===== config.mk =====
export PLATFORM = sky130hd
export DESIGN_NAME = exec_unit
export DESIGN_NICKNAME = d
export VERILOG_FILES = /design/src/exec_pkg.sv /design/src/exec_op_if.sv /design/src/exec_ctrl.sv /design/src/exec_step_timer.sv /design/src/exec_alu.sv /design/src/exec_branch.sv /design/src/exec_mem.sv /design/src/exec_unit.sv
export SDC_FILE = /design/constraint.sdc
export NUM_CORES = 2
export LEC_CHECK = 0
export BUFFER_PORTS_ARGS = -buffer_cell sky130_fd_sc_hd__buf_2
export CORE_ASPECT_RATIO = 0.6
export CORE_MARGIN = 3
export CORE_UTILIZATION = 42
export DETAILED_ROUTE_END_ITERATION = 10
export PLACE_DENSITY = 0.6
export SYNTH_ARGS = -nofsm -noshare
export SYNTH_HDL_FRONTEND = slang
export SYNTH_SLANG_ARGS = --single-unit

===== constraint.sdc =====
create_clock -name clk -period 13.1 [get_ports clk]
set_input_delay 2.62 -clock clk [delete_from_list [all_inputs] [get_ports clk]]
set_output_delay 2.62 -clock clk [all_outputs]
set_load 0.02 [all_outputs]

===== src/exec_pkg.sv =====
package exec_pkg;

	// Instruction format fields
	typedef logic [31:0] word_t;
	typedef logic [5:0]  inst_num_t;
	typedef logic [15:0] imm16_t;
	typedef logic [4:0]  shamt_t;
	typedef logic [25:0] jaddr_t;

	// Add/subtract
	localparam inst_num_t OP_ADD  = 6'd8;
	localparam inst_num_t OP_ADDI = 6'd9;
	localparam inst_num_t OP_SUB  = 6'd10;
	localparam inst_num_t OP_SUBI = 6'd11;

	// Multiply/divide
	localparam inst_num_t OP_MUL  = 6'd12;
	localparam inst_num_t OP_DIVU = 6'd13;

	// Bit and shift
	localparam inst_num_t OP_AND  = 6'd16;
	localparam inst_num_t OP_ANDI = 6'd17;
	localparam inst_num_t OP_OR   = 6'd18;
	localparam inst_num_t OP_ORI  = 6'd19;
	localparam inst_num_t OP_XOR  = 6'd20;
	localparam inst_num_t OP_XORI = 6'd21;
	localparam inst_num_t OP_NOR  = 6'd22;
	localparam inst_num_t OP_SLL  = 6'd23;
	localparam inst_num_t OP_SRL  = 6'd24;
	localparam inst_num_t OP_SRA  = 6'd25;
	localparam inst_num_t OP_SLT  = 6'd26;
	localparam inst_num_t OP_LUI  = 6'd27;

	// Word memory access
	localparam inst_num_t OP_LW   = 6'd28;
	localparam inst_num_t OP_SW   = 6'd29;

	// Branch and jump
	localparam inst_num_t OP_BEQ  = 6'd32;
	localparam inst_num_t OP_BNE  = 6'd33;
	localparam inst_num_t OP_BLT  = 6'd34;
	localparam inst_num_t OP_BGE  = 6'd35;
	localparam inst_num_t OP_J    = 6'd36;
	localparam inst_num_t OP_JAL  = 6'd37;
	localparam inst_num_t OP_JR   = 6'd38;

	localparam int MULDIV_STEPS = 32; // One quotient or partial product bit per step

	typedef enum logic [2:0] {
		CAT_ALU,
		CAT_MULDIV,
		CAT_MEM,
		CAT_BRANCH,
		CAT_NONE
	} exec_cat_t;

	typedef enum logic [2:0] {
		ST_IDLE,
		ST_ALU,    // Single cycle completion, also branches and unknown numbers
		ST_MULDIV,
		ST_MEM,
		ST_DONE    // completed is high here
	} ctrl_state_t;

endpackage


===== src/exec_op_if.sv =====
interface exec_op_if
	import exec_pkg::*;
();

	inst_num_t inst_num;
	imm16_t    const16;
	shamt_t    shift5;
	jaddr_t    addr26;
	word_t     pc;
	word_t     rs;
	word_t     rt;

	// Operation as latched by the controller at start
	modport ctrl (
		output inst_num, const16, shift5, addr26, pc, rs, rt
	);

	modport elem (
		input inst_num, const16, shift5, addr26, pc, rs, rt
	);

endinterface


===== src/exec_ctrl.sv =====
module exec_ctrl
	import exec_pkg::*;
(
	input  logic      clk,
	input  logic      arst_n,
	input  logic      start,
	input  inst_num_t inst_num,
	input  imm16_t    const16,
	input  shamt_t    shift5,
	input  jaddr_t    addr26,
	input  word_t     pc,
	input  word_t     rs,
	input  word_t     rt,
	exec_op_if.ctrl   op,
	output logic      alu_go,
	output logic      timer_load,
	input  logic      timer_last,
	input  word_t     alu_result,
	output logic      mem_go,
	input  logic      mem_done,
	input  word_t     mem_result,
	input  word_t     next_pc,
	input  word_t     link,
	output logic      completed,
	output word_t     exec_reg_out,
	output word_t     exec_pc_out
);

	ctrl_state_t state;
	exec_cat_t   cat;
	inst_num_t   cur_num;
	word_t       sel_result;

	// In idle the incoming number is classified, afterwards the latched one
	assign cur_num = (state == ST_IDLE) ? inst_num : op.inst_num;

	always_comb begin
		if (cur_num inside {[OP_ADD:OP_SUBI], [OP_AND:OP_LUI]})
			cat = CAT_ALU;
		else if (cur_num inside {[OP_MUL:OP_DIVU]})
			cat = CAT_MULDIV;
		else if (cur_num inside {[OP_LW:OP_SW]})
			cat = CAT_MEM;
		else if (cur_num inside {[OP_BEQ:OP_JR]})
			cat = CAT_BRANCH;
		else
			cat = CAT_NONE;
	end

	always_comb begin
		case (cat)
			CAT_ALU, CAT_MULDIV: sel_result = alu_result;
			CAT_MEM:             sel_result = mem_result;
			CAT_BRANCH:          sel_result = link;
			default:             sel_result = '0;
		endcase
	end

	// Memory request goes out in the start cycle to save a cycle
	assign mem_go = (state == ST_IDLE) && start && (cat == CAT_MEM);
	assign completed = (state == ST_DONE);

	always_ff @(posedge clk) begin
		if (state == ST_IDLE && start) begin
			op.inst_num <= inst_num;
			op.const16  <= const16;
			op.shift5   <= shift5;
			op.addr26   <= addr26;
			op.pc       <= pc;
			op.rs       <= rs;
			op.rt       <= rt;
		end
	end

	always_ff @(posedge clk or negedge arst_n) begin
		if (!arst_n) begin
			state        <= ST_IDLE;
			alu_go       <= 1'b0;
			timer_load   <= 1'b0;
			exec_reg_out <= '0;
			exec_pc_out  <= '0;
		end else begin
			alu_go     <= 1'b0;
			timer_load <= 1'b0;
			case (state)
				ST_IDLE: begin
					if (start) begin
						alu_go     <= (cat == CAT_ALU) || (cat == CAT_MULDIV);
						timer_load <= (cat == CAT_MULDIV);
						if (cat == CAT_MULDIV)
							state <= ST_MULDIV;
						else if (cat == CAT_MEM)
							state <= ST_MEM;
						else
							state <= ST_ALU;
					end
				end
				ST_ALU: begin
					state        <= ST_DONE;
					exec_reg_out <= sel_result;
					exec_pc_out  <= next_pc;
				end
				ST_MULDIV: begin
					if (timer_last) begin // ALU shows the final step's value
						state        <= ST_DONE;
						exec_reg_out <= sel_result;
						exec_pc_out  <= next_pc;
					end
				end
				ST_MEM: begin
					if (mem_done) begin
						state        <= ST_DONE;
						exec_reg_out <= sel_result;
						exec_pc_out  <= next_pc;
					end
				end
				default: state <= ST_IDLE;
			endcase
		end
	end

endmodule


===== src/exec_step_timer.sv =====
module exec_step_timer
	import exec_pkg::*;
(
	input  logic clk,
	input  logic arst_n,
	input  logic load,
	output logic step,
	output logic last
);

	logic [5:0] count; // Steps still to go

	always_ff @(posedge clk or negedge arst_n) begin
		if (!arst_n)
			count <= '0;
		else if (load)
			count <= 6'(MULDIV_STEPS);
		else if (step)
			count <= count - 6'd1;
	end

	assign step = (count != '0);
	assign last = (count == 6'd1);

endmodule


===== src/exec_alu.sv =====
module exec_alu
	import exec_pkg::*;
(
	input  logic    clk,
	input  logic    arst_n,
	exec_op_if.elem op,
	input  logic    go,
	input  logic    step,
	output word_t   result
);

	word_t simm;
	word_t zimm;

	// Shift-add multiply
	word_t mcand;
	word_t mplier;
	word_t acc;
	word_t acc_next;

	// Restoring divide, quo starts as the dividend and fills with quotient bits
	word_t        rem;
	word_t        quo;
	word_t        rem_next;
	word_t        quo_next;
	logic  [32:0] rem_wide;
	logic  [32:0] diff;

	assign simm = {{16{op.const16[15]}}, op.const16};
	assign zimm = {16'b0, op.const16};

	assign acc_next = acc + (mplier[0] ? mcand : '0);

	always_comb begin
		rem_wide = {rem, quo[31]};
		diff     = rem_wide - {1'b0, op.rt};
		if (!diff[32]) begin // No borrow, divisor fits
			rem_next = diff[31:0];
			quo_next = {quo[30:0], 1'b1};
		end else begin
			rem_next = rem_wide[31:0];
			quo_next = {quo[30:0], 1'b0};
		end
	end

	always_ff @(posedge clk or negedge arst_n) begin
		if (!arst_n) begin
			mcand  <= '0;
			mplier <= '0;
			acc    <= '0;
			rem    <= '0;
			quo    <= '0;
		end else if (go) begin
			mcand  <= op.rs;
			mplier <= op.rt;
			acc    <= '0;
			rem    <= '0;
			quo    <= op.rs;
		end else if (step) begin
			mcand  <= {mcand[30:0], 1'b0};
			mplier <= {1'b0, mplier[31:1]};
			acc    <= acc_next;
			rem    <= rem_next;
			quo    <= quo_next;
		end
	end

	// Shift operand is rs
	always_comb begin
		case (op.inst_num)
			OP_ADD:  result = op.rs + op.rt;
			OP_ADDI: result = op.rs + simm;
			OP_SUB:  result = op.rs - op.rt;
			OP_SUBI: result = op.rs - simm;
			OP_MUL:  result = acc_next;  // Final on the last step
			OP_DIVU: result = quo_next;
			OP_AND:  result = op.rs & op.rt;
			OP_ANDI: result = op.rs & zimm;
			OP_OR:   result = op.rs | op.rt;
			OP_ORI:  result = op.rs | zimm;
			OP_XOR:  result = op.rs ^ op.rt;
			OP_XORI: result = op.rs ^ zimm;
			OP_NOR:  result = ~(op.rs | op.rt);
			OP_SLL:  result = op.rs << op.shift5;
			OP_SRL:  result = op.rs >> op.shift5;
			OP_SRA:  result = $signed(op.rs) >>> op.shift5;
			OP_SLT:  result = {31'b0, $signed(op.rs) < $signed(op.rt)};
			OP_LUI:  result = {op.const16, 16'b0};
			default: result = '0;
		endcase
	end

endmodule


===== src/exec_branch.sv =====
module exec_branch
	import exec_pkg::*;
(
	exec_op_if.elem op,
	output word_t   next_pc,
	output word_t   link
);

	word_t pc4;
	word_t br_target;
	word_t j_target;
	logic  taken;

	assign pc4       = op.pc + 32'd4;
	assign br_target = pc4 + {{14{op.const16[15]}}, op.const16, 2'b00};
	assign j_target  = {pc4[31:28], op.addr26, 2'b00};

	always_comb begin
		case (op.inst_num)
			OP_BEQ:  taken = (op.rs == op.rt);
			OP_BNE:  taken = (op.rs != op.rt);
			OP_BLT:  taken = ($signed(op.rs) < $signed(op.rt));
			OP_BGE:  taken = ($signed(op.rs) >= $signed(op.rt));
			default: taken = 1'b0;
		endcase
	end

	always_comb begin
		next_pc = pc4; // Fall-through for every other instruction
		link    = '0;
		case (op.inst_num)
			OP_BEQ, OP_BNE, OP_BLT, OP_BGE: begin
				if (taken)
					next_pc = br_target;
			end
			OP_J:  next_pc = j_target;
			OP_JAL: begin
				next_pc = j_target;
				link    = pc4;
			end
			OP_JR: next_pc = op.rs;
			default: ;
		endcase
	end

endmodule


===== src/exec_mem.sv =====
module exec_mem
	import exec_pkg::*;
(
	input  logic    clk,
	input  logic    arst_n,
	exec_op_if.elem op,
	input  logic    go,
	output logic    done,
	output word_t   load_data,
	output word_t   main_mem_in_addr,
	output word_t   main_mem_in_data,
	output logic    main_mem_in_valid,
	input  logic    main_mem_in_ready,
	output word_t   main_mem_out_addr,
	output logic    main_mem_out_valid,
	input  word_t   main_mem_out_data,
	input  logic    main_mem_out_ready
);

	logic  req;      // Request outstanding
	logic  is_store;
	logic  accepted;
	word_t addr;

	// go arrives before the operation is latched, direction follows from op
	assign is_store = (op.inst_num == OP_SW);
	assign addr     = op.rs + {{16{op.const16[15]}}, op.const16};

	assign main_mem_in_addr   = addr;
	assign main_mem_in_data   = op.rt;
	assign main_mem_in_valid  = req && is_store;
	assign main_mem_out_addr  = addr;
	assign main_mem_out_valid = req && !is_store;

	assign accepted = is_store ? main_mem_in_ready : main_mem_out_ready;

	always_ff @(posedge clk or negedge arst_n) begin
		if (!arst_n) begin
			req  <= 1'b0;
			done <= 1'b0;
		end else begin
			done <= req && accepted;
			if (go)
				req <= 1'b1;
			else if (accepted)
				req <= 1'b0;
		end
	end

	always_ff @(posedge clk) begin
		if (go)
			load_data <= '0; // Stores return zero
		else if (main_mem_out_valid && main_mem_out_ready)
			load_data <= main_mem_out_data;
	end

endmodule


===== src/exec_unit.sv =====
module exec_unit
	import exec_pkg::*;
(
	input  logic      clk,
	input  logic      arst_n,
	input  logic      start,
	input  inst_num_t inst_num,
	input  imm16_t    const16,
	input  shamt_t    shift5,
	input  jaddr_t    addr26,
	input  word_t     pc,
	input  word_t     rs,
	input  word_t     rt,
	output logic      completed,
	output word_t     exec_reg_out,
	output word_t     exec_pc_out,

	output word_t     main_mem_in_addr,
	output word_t     main_mem_in_data,
	output logic      main_mem_in_valid,
	input  logic      main_mem_in_ready,
	output word_t     main_mem_out_addr,
	output logic      main_mem_out_valid,
	input  word_t     main_mem_out_data,
	input  logic      main_mem_out_ready
);

	logic  alu_go;
	logic  timer_load;
	logic  timer_step;
	logic  timer_last;
	logic  mem_go;
	logic  mem_done;
	word_t alu_result;
	word_t mem_result;
	word_t next_pc;
	word_t link;

	exec_op_if op_bus();

	exec_ctrl ctrl (
		.op(op_bus.ctrl), .*);

	exec_step_timer step_timer (
		.clk, .arst_n, .load(timer_load), .step(timer_step), .last(timer_last));

	exec_alu alu (
		.clk, .arst_n, .op(op_bus.elem), .go(alu_go), .step(timer_step),
		.result(alu_result));

	exec_branch branch (
		.op(op_bus.elem), .next_pc, .link);

	exec_mem mem (
		.op(op_bus.elem), .go(mem_go), .done(mem_done), .load_data(mem_result), .*);

endmodule


* Word level (Yosys, flattened, before mapping)
Index checks and enable logic that the tools add are counted.
Operators by class: $add $sub $neg 9, magnitude comparators 12, equal/unequal tests 39, shifts and indexed selects 3, muxes and demuxes 45, bitwise gates (word level) 7, reduce and logical (&&, ||, !) cells 26
Operator list (number):
- $mux W32 | 18
- $pmux W32 S18 | 1
- $pmux W32 S3 | 4
- $add A32 B32 Y32 | 4
- $eq A6 B5 Y1 const B | 13
- $sub A32 B32 Y32 | 2
- $eq A6 B6 Y1 const B | 7
- $eq A6 B4 Y1 const B | 6
- $sub A33 B32 Y33 | 1
- $add A32 B3 Y32 const B | 1
- $and A32 B16 Y32 | 1
- $and A32 B32 Y32 | 1
- $eq A32 B32 Y1 | 1
- $ge A32 B32 Y1 | 1
- $lt A32 B32 Y1 | 1
- $ne A32 B32 Y1 | 1
- $not A32 Y32 | 1
- $or A32 B16 Y32 | 1
- $or A32 B32 Y32 | 1
- $shl A32 B5 Y32 | 1
- $shr A32 B5 Y32 | 1
- $sshr A32 B5 Y32 | 1
- $xor A32 B16 Y32 | 1
- $xor A32 B32 Y32 | 1
- 29 further kinds | 70
Storage, ports and cells: flip-flop bits (word level) 418, bits of input ports 186, output and inout port bits 163, word-level logic and storage cells 162

* Logic depth before layout (Yosys ltp)
depth after elaboration 13, mapped depth 22, gate-level depth less buffers 19

* By module
Synthesis repeated with hierarchy kept, for this count alone.
Second synthesis, totals: cell total of the unflattened synthesis 4565, area, all modules 38324.3 µm²
Modules (own cells, without submodules):
- exec_alu | times used 1, cells an instance 2885, area an instance 22118.7 µm², seq. area each 4003.8 µm²
- exec_ctrl | times used 1, cells an instance 588, area an instance 8433.1 µm², seq. area each 6200.9 µm²
- exec_branch | times used 1, cells an instance 613, area an instance 4042.6 µm², seq. area each 0.0 µm²
- exec_mem | times used 1, cells an instance 445, area an instance 3392.0 µm², seq. area each 690.7 µm²
- exec_step_timer | times used 1, cells an instance 34, area an instance 337.8 µm², seq. area each 150.1 µm²

* Worst setup path after synthesis
No wires, ideal clock.
path kind register to output, start point register ctrl.op.const16[15], end point output port main_mem_out_addr[29], arrival 3581 ps, data required time 10480 ps, setup slack 6899 ps, cell stages (with the launch flop) 13, path buffers 2, cells stage by stage edfxtp_1 clkbuf_1 inv_1 ha_1 and3_1 or4bb_1 o22ai_1 a221oi_1 nor2_1 o21a_1 nor2_1 xnor2_1 buf_4
Between the ends: word-level cells in the longest chain between the ends 1
Ends and longest elaborated chain:
- start, declared | RTL line exec_op_if.sv:15 | output inst_num, const16, shift5, addr26, pc, rs, rt
- $add A32 B32 Y32 | RTL line exec_mem.sv:27 | assign addr = op.rs + {{16{op.const16[15]}}, op.const16};
- end, declared | RTL line exec_unit.sv:22 | output word_t main_mem_out_addr,
Every way passes these cells.

* Worst setup path after layout
start point register ctrl.op.rs[1], end point output port main_mem_out_addr[29]
Between the ends: word-level cells in the longest chain between the ends 1
Ends and longest elaborated chain (RTL line):
- start, declared | exec_op_if.sv:15
- $add A32 B32 Y32 | exec_mem.sv:27
Every way passes these cells.

==> out/summary.md <==
The run finished with clean final reports. The tools report the count of different cell masters after synthesis as 98. Among all flip-flop cells after synthesis, the most frequent one is dfrtp_1.

Ranked by total cell area, the synthesized netlist is headed by dfrtp_1 (17%), edfxtp_1 (13%), ha_1 (9.6%), nand2_1 (5.9%), a21oi_1 (5.5%). The timing-limited maximum frequency is 129 MHz. Traced cell by cell, the critical path runs through inv_1, ha_1, a211oi_1, o21ai_1, a22oi_1, nor4_1, buf_4, nor2_1, o22ai_1, a221oi_1, nor2_1, o21a_1, nor2_1, xnor2_1, buf_2. After floorplanning, the core was divided into 81 placement rows. For this run, the slowest stage of the critical path takes 740 ps. The final route contains 35812 vias. The initial detailed-routing violation count came out at 5142. In this run the vertical extent of the chip is 231 um.

The share of the synthesized netlist area taken by xor and xnor gates came out at 5.43%. Summed over all layers, the routed wires come to 167 mm. Summing all multi-input logic gate instances after layout gives 0.0224 mm^2. The area enclosed by the die boundary is 0.0877 mm^2, and the mean area per synthesized cell is 8.35 um^2. The commonest cells after synthesis are nand2_1 (555), a21oi_1 (386), nor2_1 (376), ha_1 (270), dfrtp_1 (237). Clock latency on the worst-skew pair, taken at its later pin, is 610 ps. The largest individual stage delay along the critical path comes from the cell edfxtp_1. Of the available clock period, the critical path in the final layout requires 59.4%.

For the initial antenna violation count, the log shows 13. The overall routing resource usage was 36.8%; the via count of the first global-routing pass was 32138. After routing the design area is 0.0393 mm^2.

Across the routed clock network, the largest skew measured is 17.3 ps. The post-synthesis share of cell area spent on and, or, nand and nor gates was 17.0%. Clock period minus final worst setup slack: 7780 ps.

The maximum level of the CTS H-tree came out at 2. The first global-routing pass estimated 237 mm of wire. The post-route netlist has 13.5% of its cells at a drive strength greater than 1. The clock drives 418 sinks. Measured on the finished design, the core utilization comes to 47.7%. The tools report the final setup violation count as 0. The number of cells on the worst reg-to-reg path is 18. The run gives 2.71 mW as the overall power. After synthesis the netlist holds a flip-flop and latch count of 418.

The path type of the worst min-delay path is reg2reg. During synthesis, Yosys emitted a total of 0 warnings. In this run, post-CTS hold repair placed 0 buffers. Along the worst path, the maximum fanout reaches 13. The compound-cell area share of the yosys netlist is 24.7%. The capturing element type of the critical path is a primary output. In the final routed layout, each cell accounts on average for 30.0 um.

The logs give 0 for the total count of max-transition violations in the final report and 0 for the max-cap violation count. I/O pin count: 349. The hold violation total from the final report was 0. Remaining number of nets flagged by the antenna check after routing: 0. For the pin with the worst max-slew slack, the measured transition is 1280 ps. TritonCTS built the clock tree. Counting stages on the worst path, the most repeated cell is nor2_1. Measured along the x axis, the die boundary spans 380 um.

Of the total synthesized cell area, the portion taken by full adders, half adders and majority gates is 9.91%. Number of buffers between clock root and the deepest sink: 3. For the worst setup path, the data required time is 10480 ps.

After the flow finishes, the layout carries non-filler instances totaling 5568. The critical path is of the reg2out type. TritonCTS created 44 clock buffers. The count of flip-flops with a built-in enable after synthesis was 149; the sequential cell area fraction in the yosys report was 31.3%.

Power spread over the standard cell area amounts to 69.0 mW/mm^2. Clock tree synthesis selected as its root buffer the cell clkbuf_16. Once the clock tree was built, the resizer swapped 0 gates to a different size.

In this run the static leakage power is 16.9 nW. The area share of the leading cell type in the synthesized netlist was 16.8%; the relative slew slack was 13.8%. The sequential cells in the finished layout cover a total of 0.0110 mm^2. Across the VDD grid, the largest voltage drop is 0.0792 mV. The count of buffers added on input and output ports is 348. The logs give 42.9% for the initial cell density of the core and 146 for the pin count of the biggest net entering global routing. Adding up every negative setup slack in the final design gives 0 ps. From synthesis to final layout, the design area changed by 11.4%. The most critical setup path has its startpoint at ctrl.op.rs[1]$_DFFE_PP_. Setup repair after global routing left no endpoint under its margin. The HPWL after detailed placement is 130 mm.

The clock transition at the registers of the reported paths came out at 70 ps. The region available for standard cell placement spans 0.0824 mm^2. By instance count, the leading cell after synthesis is nand2_1. Type of element launching the critical path: a register.

The destination of the worst register-to-register timing path was ctrl.exec_reg_out[26]$_DFFE_PN0P_. The logs give 5480 for the number of instances in the placed design and 8145 for the fill cell instance count of the final layout. Across all register-to-register paths, the minimum setup slack is 6580 ps. The net count after synthesis came out at 4689.

Of the post-synthesis cell area, the part taken by muxes is 6.24%. Summing all placed instances gives a cell area of 0.0379 mm^2. The most area-hungry cell type in the Yosys netlist is dfrtp_1.

Counting every instance in the synthesized netlist gives 4227. For this run, design rule violations remaining after detail routing come to 0. The congestion estimate from routability-driven global placement came to 1.04. The cell area that synthesis handed to floorplanning was 0.0353 mm^2. Using the TritonRoute via totals, the vias-per-cell ratio works out to 6.43. The share of synthesized registers carrying an async set or reset is 56.7%, and the buffer count from post-CTS setup fixing is 0. The net total in the final layout was 4868. STA puts the critical path data arrival time at 5160 ps.

Following the worst setup path forward leads to its endpoint at main_mem_out_addr[29]. The pre-antenna-repair detailed-routing pass consisted of 9 iterations. The tools report the source of the worst register-to-register timing path as ctrl.op.inst_num[5]$_DFFE_PP_.

The largest family of logic cells by synthesized area is compound AO/OA/AOI/OAI gates. For the remaining global-route overflow, the log shows 0.
==> sequential cells by signal, summed over array words and instances (netlist names), 26 cells and up <==
name	flops
ctrl.op.pc	32
ctrl.exec_reg_out	32
alu.rem	32
alu.acc	32
alu.quo	32
ctrl.op.rt	32
mem.load_data	32
alu.mcand	32
ctrl.op.rs	32
ctrl.op.addr26	26
alu.mplier	32
ctrl.exec_pc_out	32
==> final cells by class <==
class / instances / area share (%)
repair buffers: 430 / 6.05
well taps: 1120 / 3.56
multi-input cells: 3346 / 57.0
inverters: 166 / 1.60
diodes: 6 / 0.0382
clock inverters: 20 / 0.493
flip-flops and latches: 418 / 28.1
clock buffers: 62 / 3.18
==> stage by stage <==
step / setup WS (ps) / hold slack (ps)
floorplan: 6900 / 436
global placement: 6120 / 445
detailed placement: 6080 / 450
CTS: 5430 / 459
global route: 5000 / 475
finish: 5320 / 458
==> metal layers <==
metal | track usage [%] | share of wire, % | wire [um]
met5 | 1.42 | 0.044 | 74
met4 | 8.25 | 2.5 | 4230
met3 | 14.0 | 14 | 23100
met2 | 46.1 | 37 | 61200
met1 | 57.4 | 47 | 78500
==> power by group <==
| part | total (mW) | internal (mW) | leakage [nW] | switching, mW |
|---|---|---|---|---|
| clock | 1.31 | 0.731 | 0.708 | 0.582 |
| sequential | 1.35 | 1.35 | 4.83 | 0 |
| combinational | 0.0491 | 0.0205 | 11.4 | 0.0286 |
==> cells by family (layout without fill, tap and decap cells) <==
| group | count (synthesis) | after routing |
|---|---|---|
| compound gates | 1333 | 1333 |
| xor+xnor | 218 | 218 |
| fa+ha+maj | 276 | 276 |
| buf+inv | 463 | 678 |
| flops | 418 | 418 |
| mux | 178 | 178 |
| other cells | 0 | 6 |
| simple gates | 1341 | 1341 |
==> worst min path at each step <==
| stage | from | end | slack [ps] | cells past startpoint |
|---|---|---|---|---|
| final | mem.load_data[29]$_SDFFE_PP0P_ | mem.load_data[29]$_SDFFE_PP0P_ | 460 | 2 |
| after global routing | mem.load_data[21]$_SDFFE_PP0P_ | mem.load_data[21]$_SDFFE_PP0P_ | 480 | 2 |
| after CTS | mem.load_data[30]$_SDFFE_PP0P_ | mem.load_data[30]$_SDFFE_PP0P_ | 460 | 2 |
| after detailed placement | mem.load_data[29]$_SDFFE_PP0P_ | mem.load_data[29]$_SDFFE_PP0P_ | 450 | 2 |
| after global placement | mem.load_data[30]$_SDFFE_PP0P_ | mem.load_data[30]$_SDFFE_PP0P_ | 440 | 2 |
| after floorplan | mem.load_data[16]$_SDFFE_PP0P_ | mem.load_data[16]$_SDFFE_PP0P_ | 440 | 2 |
==> critical path, delay by kind of cell (launching register included) <==
family / cells / cell delay [ps]
compound gates: 6 / 1950
flops: 1 / 740
simple gates: 4 / 710
buf+inv: 3 / 600
fa+ha+maj: 1 / 380
xor+xnor: 1 / 150
==> placed cells by master (no fill, tap or decap), types with 80 or more instances in the layout <==
cell | Yosys | final
a21oi_1 | 386 | 386
a221oi_1 | 86 | 86
a31oi_1 | 103 | 103
buf_2 | 18 | 347
buf_4 | 32 | 81
dfrtp_1 | 237 | 236
edfxtp_1 | 149 | 149
ha_1 | 270 | 270
inv_1 | 161 | 159
mux2i_1 | 138 | 138
nand2_1 | 555 | 552
nand3_1 | 80 | 80
nor2_1 | 376 | 366
o21ai_0 | 222 | 222
xnor2_1 | 155 | 155
Note: power is estimated with default switching activity, not from simulation.
